[config.mk]
export PLATFORM = sky130hd
export DESIGN_NAME = portalTop
export DESIGN_NICKNAME = d
export VERILOG_FILES = /design/src/source/portalPkg.sv /design/src/source/axiLiteSlave.sv /design/src/source/portalRegs.sv /design/src/source/requestAssembler.sv /design/src/source/indicationReader.sv /design/src/source/portalTop.sv
export SDC_FILE = /design/constraint.sdc
export NUM_CORES = 1
export LEC_CHECK = 0
export BUFFER_PORTS_ARGS = -buffer_cell sky130_fd_sc_hd__buf_2
export CAP_MARGIN = 20
export CORE_MARGIN = 3
export CORE_UTILIZATION = 29
export CTS_CLUSTER_DIAMETER = 100
export DETAILED_ROUTE_END_ITERATION = 8
export PLACE_DENSITY = 0.56
export SLEW_MARGIN = 20
export SYNTH_ARGS = -nofsm -noshare
export SYNTH_HDL_FRONTEND = slang
export SYNTH_SLANG_ARGS = --single-unit
[constraint.sdc]
create_clock -name CLK -period 17.3 [get_ports CLK]
set_input_delay 1.73 -clock CLK [delete_from_list [all_inputs] [get_ports CLK]]
set_output_delay 1.73 -clock CLK [all_outputs]
set_load 0.01 [all_outputs]
[src/source/portalPkg.sv]
`default_nettype none

package portalPkg;

  // Bus and message widths
  localparam int DataWidth  = 32;
  localparam int AddrWidth  = 13;
  localparam int MsgWords   = 4;
  localparam int MsgWidth   = MsgWords * DataWidth;
  localparam int CountWidth = 16;

  // Control page offsets
  localparam logic [4:0] OffIntStatus   = 5'h00;
  localparam logic [4:0] OffIntEnable   = 5'h04;
  localparam logic [4:0] OffNumTiles    = 5'h08;
  localparam logic [4:0] OffQueueStatus = 5'h0C;
  localparam logic [4:0] OffPortalId    = 5'h10;
  localparam logic [4:0] OffNumPortals  = 5'h14;

  // Data page offsets
  localparam logic [4:0] OffData    = 5'h00;
  localparam logic [4:0] OffNotFull = 5'h04;

  localparam logic [DataWidth-1:0] IndPortalId   = 32'd5;
  localparam logic [DataWidth-1:0] ReqPortalId   = 32'd6;
  localparam logic [DataWidth-1:0] NumTiles      = 32'd1;
  localparam logic [DataWidth-1:0] NumPortals    = 32'd2;
  localparam logic [DataWidth-1:0] UnusedPattern = 32'h005A05A0;

  localparam logic [1:0] RespOkay = 2'b00;

  // Field order follows address bits 12, 11:5, 4:0
  typedef struct packed {
    logic       reqPortal;
    logic [6:0] page;      // Zero is the control page
    logic [4:0] offset;
  } portalAddrT;

  typedef struct packed {
    logic                 valid;
    portalAddrT           addr;
    logic [DataWidth-1:0] data;
  } regWriteT;

  typedef struct packed {
    logic       valid;
    portalAddrT addr;
  } regReadT;

endpackage

`default_nettype wire

[src/source/axiLiteSlave.sv]
`default_nettype none

module axiLiteSlave import portalPkg::*; (
  input  wire                  CLK,
  input  wire                  RST_N,

  // Write address and data
  input  wire [AddrWidth-1:0]  awAddr,
  input  wire                  awValid,
  output logic                 awReady,
  input  wire [DataWidth-1:0]  wData,
  input  wire                  wValid,
  output logic                 wReady,

  // Write response
  output logic                 bValid,
  input  wire                  bReady,
  output logic [1:0]           bResp,

  // Read address and data
  input  wire [AddrWidth-1:0]  arAddr,
  input  wire                  arValid,
  output logic                 arReady,
  output logic                 rValid,
  input  wire                  rReady,
  output logic [DataWidth-1:0] rData,
  output logic [1:0]           rResp,

  // Register side
  input  wire                  writeAccept,
  input  wire [DataWidth-1:0]  rdData,
  output regWriteT             regWr,
  output regReadT              regRd
);

  logic writeFire;
  logic readFire;

  // AW and W taken together, one write outstanding
  assign writeFire = awValid && wValid && !bValid && writeAccept;
  assign awReady   = writeFire;
  assign wReady    = writeFire;

  assign arReady  = !rValid;
  assign readFire = arValid && arReady;

  assign bResp = RespOkay;
  assign rResp = RespOkay;

  // Address is always presented, valid only on the accepting cycle
  always_comb begin
    regWr.valid = writeFire;
    regWr.addr  = portalAddrT'(awAddr);
    regWr.data  = wData;
    regRd.valid = readFire;
    regRd.addr  = portalAddrT'(arAddr);
  end

  always_ff @(posedge CLK) begin
    if (!RST_N) begin
      bValid <= 1'b0;
    end else if (writeFire) begin
      bValid <= 1'b1;
    end else if (bReady) begin
      bValid <= 1'b0;
    end
  end

  always_ff @(posedge CLK) begin
    if (!RST_N) begin
      rValid <= 1'b0;
    end else if (readFire) begin
      rValid <= 1'b1;
    end else if (rReady) begin
      rValid <= 1'b0;
    end
  end

  // Read word sampled on AR acceptance, held until taken
  always_ff @(posedge CLK) begin
    if (readFire) begin
      rData <= rdData;
    end
  end

endmodule

`default_nettype wire

[src/source/portalRegs.sv]
`default_nettype none

module portalRegs import portalPkg::*; (
  input  wire                   CLK,
  input  wire                   RST_N,
  input  regWriteT              regWr,
  input  regReadT               regRd,
  input  wire [DataWidth-1:0]   indWord,
  input  wire [CountWidth-1:0]  remain,
  input  wire                   reqFull,
  output logic [DataWidth-1:0]  rdData,
  output logic                  reqWordWr,
  output logic                  msgDone,
  output logic [DataWidth-1:0]  wrData,
  output logic                  indPop,
  output logic                  interrupt
);

  portalAddrT wrAddr;
  portalAddrT rdAddr;
  logic       wrIsData;
  logic       rdIsData;
  logic       remainNz;
  logic       intEnable;

  assign wrAddr   = regWr.addr;
  assign rdAddr   = regRd.addr;
  assign wrIsData = (wrAddr.page != 7'd0);
  assign rdIsData = (rdAddr.page != 7'd0);
  assign remainNz = (remain != '0);

  // Request data page, any nonzero offset ends the message
  assign reqWordWr = regWr.valid && wrAddr.reqPortal && wrIsData;
  assign msgDone   = wrAddr.reqPortal && wrIsData && (wrAddr.offset != OffData);
  assign wrData    = regWr.data;

  assign indPop = regRd.valid && !rdAddr.reqPortal && rdIsData && (rdAddr.offset == OffData);

  assign interrupt = remainNz && intEnable;

  always_ff @(posedge CLK) begin
    if (!RST_N) begin
      intEnable <= 1'b0;
    end else if (regWr.valid && !wrIsData && (wrAddr.offset == OffIntEnable)) begin
      intEnable <= regWr.data[0];  // Shared by both portals
    end
  end

  always_comb begin
    rdData = '0;
    if (!rdIsData) begin
      case (rdAddr.offset)
        OffIntStatus:   rdData = {31'd0, remainNz && !rdAddr.reqPortal};
        OffNumTiles:    rdData = NumTiles;
        OffQueueStatus: rdData = {31'd0, remainNz && !rdAddr.reqPortal};
        OffPortalId:    rdData = rdAddr.reqPortal ? ReqPortalId : IndPortalId;
        OffNumPortals:  rdData = NumPortals;
        default:        rdData = UnusedPattern;
      endcase
    end else if (rdAddr.offset == OffData && !rdAddr.reqPortal) begin
      rdData = indWord;
    end else if (rdAddr.offset == OffNotFull) begin
      rdData = {31'd0, !reqFull};  // Space for another message
    end
  end

endmodule

`default_nettype wire

[src/source/requestAssembler.sv]
`default_nettype none

module requestAssembler import portalPkg::*; (
  input  wire                  CLK,
  input  wire                  RST_N,
  input  wire                  reqWordWr,
  input  wire                  msgDone,
  input  wire [DataWidth-1:0]  wrData,
  input  wire                  reqMsgReady,
  output logic                 writeAccept,
  output logic                 reqFull,
  output logic [MsgWidth-1:0]  reqMsg,
  output logic                 reqMsgValid
);

  logic [MsgWidth-1:0] msgBuf;
  logic [MsgWidth-1:0] shifted;

  // Oldest word ends up in the top slot
  assign shifted = {msgBuf[(MsgWords-1)*DataWidth-1:0], wrData};

  // Only a completing write waits for the previous message
  assign writeAccept = !(msgDone && reqMsgValid);
  assign reqFull     = reqMsgValid;

  always_ff @(posedge CLK) begin
    if (reqWordWr) begin
      msgBuf <= shifted;
    end
  end

  always_ff @(posedge CLK) begin
    if (reqWordWr && msgDone) begin
      reqMsg <= shifted;
    end
  end

  always_ff @(posedge CLK) begin
    if (!RST_N) begin
      reqMsgValid <= 1'b0;
    end else begin
      if (reqMsgValid && reqMsgReady) begin
        reqMsgValid <= 1'b0;
      end
      if (reqWordWr && msgDone) begin
        reqMsgValid <= 1'b1;
      end
    end
  end

endmodule

`default_nettype wire

[src/source/indicationReader.sv]
`default_nettype none

module indicationReader import portalPkg::*; (
  input  wire                   CLK,
  input  wire                   RST_N,
  input  wire [MsgWidth-1:0]    indMsg,
  input  wire                   indMsgValid,
  input  wire                   indPop,
  output logic                  indMsgReady,
  output logic [DataWidth-1:0]  indWord,
  output logic [CountWidth-1:0] remain
);

  logic [MsgWidth-1:0] msgBuf;
  logic                load;
  logic                pop;

  // New message only once the previous one is drained
  assign indMsgReady = (remain == '0);
  assign load        = indMsgValid && indMsgReady;
  assign pop         = indPop && (remain != '0);

  assign indWord = msgBuf[DataWidth-1:0];

  always_ff @(posedge CLK) begin
    if (load) begin
      msgBuf <= indMsg;
    end else if (pop) begin
      msgBuf <= msgBuf >> DataWidth;
    end
  end

  // Word count comes from the header word itself
  always_ff @(posedge CLK) begin
    if (!RST_N) begin
      remain <= '0;
    end else if (load) begin
      remain <= indMsg[CountWidth-1:0];
    end else if (pop) begin
      remain <= remain - CountWidth'(1);
    end
  end

endmodule

`default_nettype wire

[src/source/portalTop.sv]
`default_nettype none

module portalTop import portalPkg::*; (
  input  wire                  CLK,
  input  wire                  RST_N,

  // AXI4-Lite slave
  input  wire [AddrWidth-1:0]  awAddr,
  input  wire                  awValid,
  output logic                 awReady,
  input  wire [DataWidth-1:0]  wData,
  input  wire                  wValid,
  output logic                 wReady,
  output logic                 bValid,
  input  wire                  bReady,
  output logic [1:0]           bResp,
  input  wire [AddrWidth-1:0]  arAddr,
  input  wire                  arValid,
  output logic                 arReady,
  output logic                 rValid,
  input  wire                  rReady,
  output logic [DataWidth-1:0] rData,
  output logic [1:0]           rResp,

  // User core channels
  output logic [MsgWidth-1:0]  reqMsg,
  output logic                 reqMsgValid,
  input  wire                  reqMsgReady,
  input  wire [MsgWidth-1:0]   indMsg,
  input  wire                  indMsgValid,
  output logic                 indMsgReady,

  output logic                 interrupt
);

  regWriteT              regWr;
  regReadT               regRd;
  logic [DataWidth-1:0]  rdData;
  logic                  writeAccept;
  logic                  reqWordWr;
  logic                  msgDone;
  logic [DataWidth-1:0]  wrData;
  logic                  reqFull;
  logic                  indPop;
  logic [DataWidth-1:0]  indWord;
  logic [CountWidth-1:0] remain;

  axiLiteSlave axiLiteSlave_inst (
    .CLK(CLK), .RST_N(RST_N),
    .awAddr(awAddr), .awValid(awValid), .awReady(awReady),
    .wData(wData), .wValid(wValid), .wReady(wReady),
    .bValid(bValid), .bReady(bReady), .bResp(bResp),
    .arAddr(arAddr), .arValid(arValid), .arReady(arReady),
    .rValid(rValid), .rReady(rReady), .rData(rData), .rResp(rResp),
    .writeAccept(writeAccept), .rdData(rdData),
    .regWr(regWr), .regRd(regRd)
  );

  portalRegs portalRegs_inst (
    .CLK(CLK), .RST_N(RST_N),
    .regWr(regWr), .regRd(regRd),
    .indWord(indWord), .remain(remain), .reqFull(reqFull),
    .rdData(rdData), .reqWordWr(reqWordWr), .msgDone(msgDone),
    .wrData(wrData), .indPop(indPop), .interrupt(interrupt)
  );

  requestAssembler requestAssembler_inst (
    .CLK(CLK), .RST_N(RST_N),
    .reqWordWr(reqWordWr), .msgDone(msgDone), .wrData(wrData),
    .reqMsgReady(reqMsgReady), .writeAccept(writeAccept), .reqFull(reqFull),
    .reqMsg(reqMsg), .reqMsgValid(reqMsgValid)
  );

  indicationReader indicationReader_inst (
    .CLK(CLK), .RST_N(RST_N),
    .indMsg(indMsg), .indMsgValid(indMsgValid), .indPop(indPop),
    .indMsgReady(indMsgReady), .indWord(indWord), .remain(remain)
  );

endmodule

`default_nettype wire

# Word-level counts from Yosys, hierarchy flattened
# Cells that the tools add are included.
# totals
register_bits	404
latch_bits	0
ramBits	0
rom_bits	0
inputBits	195
out_inout_bits	172
wordCells	69
memories	0
# op_classes
n_addsub	1
multipliers	0
div	0
order_cmp	0
n_eq_ne	6
shift	0
n_mux	15
n_bitwise	0
n_reduce_logical	38
# ops
cell	n
$mux 128	2
$pmux 32 s4	1
$mux 32	2
$mux 16	2
$logic_and 1x1->1	21
$logic_not 16->1	1
$reduce_bool 16->1	1
$sub 16x1->16 const B	1
$reduce_bool 7->1	2
$eq 5x3->1 const B	2
$eq 5x4->1 const B	2
$eq 5x5->1 const B	2
$reduce_bool 2->1	4
$mux 1	7
$logic_not 1->1	6
$logic_not 5->1	1
$reduce_bool 5->1	1
$mux 2	1
$reduce_or 2->1	1

# Longest topological paths before layout
# logic_depth
word_depth	10
depth_mapped	10

# By module
# Synthesis repeated with hierarchy kept, for this count alone.
# unflattened
hier_cells	1082
area_unflattened_um2	15617.5
# by_module_without_submodules
mod	n_inst	cells_per_inst	area_each_um2
requestAssembler	1	230	6780.3
indicationReader	1	631	6520.0
axiLiteSlave	1	108	1542.7
portalRegs	1	113	774.5

# Least setup slack after synthesis
# OpenSTA, ideal clock, no wires.
# synth_timing
kind	input to register
from	in awValid
to	reg requestAssembler_inst.reqMsgValid (netlist: requestAssembler_inst.reqFull)
setup_ps	98
arrival_time_ps	11371
slack_ps	5831
path_stages	5
cell_sequence	nand2_1 -> nor2_1 -> nand3_1 -> nor3_1 -> o21a_1
# synth_via
elab_chain_len	7
# synth_rtl
item	line_no	text
from (decl)	portalTop.sv:9	input wire awValid,
$logic_and 1x1->1 (*) (3 in a row)	axiLiteSlave.sv:40	assign writeFire = awValid && wValid && !bValid && writeAccept;
$logic_and 1x1->1 (*) (2 in a row)	portalRegs.sv:33	assign reqWordWr = regWr.valid && wrAddr.reqPortal && wrIsData;
$logic_and 1x1->1 (*)	requestAssembler.sv:45	if (reqWordWr && msgDone) begin
$mux 1 or $reduce_bool 2->1 (tied branches)	-	
to (signal assigned)	requestAssembler.sv:40	reqMsgValid <= 1'b0;
to (signal assigned)	requestAssembler.sv:43	reqMsgValid <= 1'b0;
to (signal assigned)	requestAssembler.sv:46	reqMsgValid <= 1'b1;
to (decl)	requestAssembler.sv:13	output logic reqMsgValid
# Mark *: on every way between the ends. The rest lies on a longest branch, timed or not.
# A chain may end at the register's enable or synchronous reset.

# Worst setup path after layout
# layout_timing
from	in awAddr[1]
to	out wReady
# layout_via
elab_chain_len	5
# layout_rtl
item	line_no	text
from (decl)	portalTop.sv:8	input wire [AddrWidth-1:0] awAddr,
$reduce_bool 5->1	portalRegs.sv:34	assign msgDone = wrAddr.reqPortal && wrIsData && (wrAddr.offset != OffData);
$logic_and 1x1->1	portalRegs.sv:34	
$logic_and 1x1->1	requestAssembler.sv:23	assign writeAccept = !(msgDone && reqMsgValid);
$logic_not 1->1	requestAssembler.sv:23	
$logic_and 1x1->1	axiLiteSlave.sv:40	
to (decl)	portalTop.sv:13	output logic wReady,
# No other way between the ends.

==> flow_metrics.py <==
metrics = {
    "power": {
        "p_sw_frac": 0.3028,
        "clkPwrFrac": 0.291,
        "p_seq_frac": 0.478,
        "ir_worst_vdd_v": 0.0001191,
        "powerDensity_nw_per_um2": 168.6,
        "switching_power_mw": 0.9459,
        "p_comb_frac": 0.230,
        "leakage_nw": 7.303,
        "internal_power_mw": 2.178,
    },
    "detailed_routing": {
        "drt_iter0_markers": 478,
        "drt-total-wl_um": 32510,
        "via_count": 8490,
        "drt_pass1_iterations": 5,
        "drc": 0,
        "via_per_inst": 4.228,
        "routedWlPerCell_um": 16.19,
        "antenna_left": 0,
    },
    "critical_path": {
        "critPathMaxFanout": 3,
        "cp_common_cell": "buf_2",
        "max_stage_delay_ns": 0.55,
        "cp_slowest_cell": "or4_1",
        "rr_endpoint": "indicationReader_inst.msgBuf[18]$_DFFE_PP_",
        "end_kind": "primary output",
        "rrSetupSlack_ns": 14.04,
        "arrival_ns": 2.96,
        "r2r_start": "indicationReader_inst.remain[0]$_SDFFE_PN0P_",
        "reg2reg_depth": 7,
        "worstPathRequired_ns": 15.57,
        "critPathKind": "input port to primary output",
        "startpoint_type": "input port",
        "worstPathCellList": "buf_2 -> or4_1 -> o21ai_0 -> o21a_1 -> buf_2",
    },
    "sta": {
        "final.period_utilization": 0.2710,
        "max_slew_margin": 0.3281,
        "finalHoldViolations": 0,
        "period_needed_ns": 4.689,
        "setup_viol": 0,
        "rsz0062_at_grt": "false",
        "drv_slew": 0,
        "skew_ns": 0.01610,
        "clock.fmax_ghz": 0.2133,
        "tightest_slew_ns": 1.006,
        "tns_ns": 0,
    },
    "floorplan": {
        "initial_core_util": 0.2960,
        "rows": 81,
        "die_y_um": 230.2,
        "die_w_um": 230.2,
        "io_pins": 367,
        "core_region_area_um2": 49250,
        "dieArea_um2": 52990,
    },
    "clock_tree": {
        "postCtsResizedCells": 0,
        "htree_levels": 2,
        "postCtsHoldBufs": 0,
        "clk_path_buf_depth": 3,
        "cts.root.buffer_cell": "clkbuf_16",
        "cts.clk_slew.worst_paths_ns": 0.06,
        "insertion_delay_ns": 0.55,
        "numCtsBuffers": 43,
        "cts_post_setup_buffers_inserted": 0,
        "cts_sinks": 404,
        "cts_tree": "built",
    },
    "global_route": {
        "grt_pass1_vias": 8541,
        "overflow": 0,
        "antenna_found_initial": 8,
        "grt_start_max_net_pins": 110,
        "grt_usage": 0.1185,
        "grt_first_pass_wirelength_um": 48800,
    },
    "layout": {
        "layout-drive-gt1-share": 0.3438,
        "final_common_cell": "edfxtp_1",
        "final_cell_mix": "edfxtp_1, buf_2, nand2_1, and2_1, clkbuf_16",
        "final_nets": 1503,
        "syn2layout_area_growth_pct": 27.06,
        "fin_util": 0.3761,
    },
    "logic_synthesis": {
        "ys_warn_count": 0,
        "synth-edff-count": 384,
        "avgSynthCellArea_um2": 15.67,
        "ys.flop_type": "edfxtp_1",
        "ys_ff_latch": 404,
        "syn_area_um2": 14580,
        "synth.distinct_cells": 55,
        "yosysSeqAreaShare": 0.8185,
        "async_reset_ff_frac": 0,
        "syn_inst": 930,
    },
    "hold_path": {
        "hold_class": "register to register",
        "min_from": "requestAssembler_inst.msgBuf[65]$_DFFE_PP_",
        "min_path_cells": 0,
        "worstHoldEndpoint": "requestAssembler_inst.reqMsg[97]$_DFFE_PP_",
    },
    "status": {
        "status": "completed",
    },
    "placed_design": {
        "hpwl_um": 22560,
        "place_congestion": 0.7862,
        "place.port_buffers": 362,
    },
    "run": {
        "cap_viol_max_count": 0,
    },
}
[layer usage]
metal / routed length (µm) / track usage
met4: 859 / 0.03819
met2: 14920 / 0.1885
met5: 57 / 0
met1: 13560 / 0.1493
met3: 3111 / 0.04559
[flip-flops by register name, summed over array words and instances (netlist names)]
name                           cells
requestAssembler_inst.reqMsg     128
indicationReader_inst.msgBuf     128
axiLiteSlave_inst.bValid           1
indicationReader_inst.remain      16
portalRegs_inst.intEnable          1
axiLiteSlave_inst.rValid           1
requestAssembler_inst.msgBuf      96
axiLiteSlave_inst.rData           32
requestAssembler_inst.reqFull      1
[cell usage after synthesis, drive strengths merged (3+ instances only)]
library cell | n | area (µm²)
clkbuf | 12 | 45.04
o21ai | 4 | 20.02
nand3b | 4 | 42.54
nand3 | 5 | 25.02
a21oi | 8 | 40.04
o21a | 3 | 22.52
nor4 | 9 | 90.09
nand2 | 302 | 1134
nor3 | 7 | 45.04
a21o | 9 | 67.56
or3 | 3 | 18.77
and2 | 55 | 344.1
nor2b | 7 | 43.79
and3 | 3 | 23.77
xor2 | 3 | 26.28
a21boi | 8 | 63.81
o211ai | 3 | 22.52
inv | 5 | 18.77
dfxtp | 20 | 400.4
edfxtp | 384 | 11530
nor3b | 3 | 27.52
nor2 | 14 | 52.55
xnor2 | 5 | 43.79
a211oi | 4 | 40.03
buf | 28 | 186.4
[power groups by stage]
stage | logic, mW | registers [mW] | clock network [mW]
floorplan | 0.543 | 1.53 | 0
global placement | 0.716 | 1.51 | 0
detailed placement | 0.736 | 1.52 | 0
CTS | 0.738 | 1.50 | 0.944
global route | 0.835 | 1.51 | 0.985
finish | 0.720 | 1.49 | 0.910
[logic make-up after synthesis]
family | Yosys count | share of synthesized area
AOI/OAI and AO/OA | 46 | 0.02403
xor gates and xnor gates | 8 | 0.004807
adders and majority gates | 1 | 0.0008582
buffers and inverters | 45 | 0.01717
DFF | 404 | 0.8185
muxes | 2 | 0.001373
other | 1 | 0.0002572
and+or+nand+nor | 423 | 0.1330
[cell type report]
cell class,instances,area [µm²]
Antenna cell,3,7.507
Clock buffer,54,1159
Clock inverter,25,257.7
Fill cell,4730,30730
Inverter,5,18.77
Multi-Input combinational cell,484,2450
Sequential cell,404,11930
Tap cell,664,830.8
Timing Repair Buffer,369,1868
[worst max-delay path, delay by kind of cell]
| family | cells | cell delay [ns] |
|---|---|---|
| AND/OR/NAND/NOR | 1 | 0.55 |
| AO/OA/AOI/OAI | 2 | 0.42 |
| buffers and inverters | 2 | 0.25 |
[worst max-delay path by stage]
stage                   start                                    endpoint  slack [ns]
floorplan             awValid  requestAssembler_inst.reqFull$_SDFFE_PN0P_        5.83
global placement    arAddr[1]  indicationReader_inst.msgBuf[23]$_DFFE_PP_       12.44
detailed placement  arAddr[1]  indicationReader_inst.msgBuf[23]$_DFFE_PP_       12.35
CTS                 awAddr[1]                                      wReady       12.60
global route        awAddr[1]                                      wReady       12.51
finish              awAddr[1]                                      wReady       12.61
[through the flow]
stage / hold slack [ns] / power, mW / setup WS, ns / cell area [µm²] / cells
after floorplan: 0.4003 / 2.077 / 5.831 / 14590 / 933
after global placement: 0.4008 / 2.228 / 12.44 / 17090 / 1926
after detailed placement: 0.4045 / 2.253 / 12.35 / 17100 / 1926
after CTS: 0.4172 / 3.181 / 12.60 / 18510 / 2005
after global routing: 0.4174 / 3.333 / 12.51 / 18520 / 2006
final: 0.4155 / 3.124 / 12.61 / 18520 / 2008
Power figures use the tool's default switching activity.
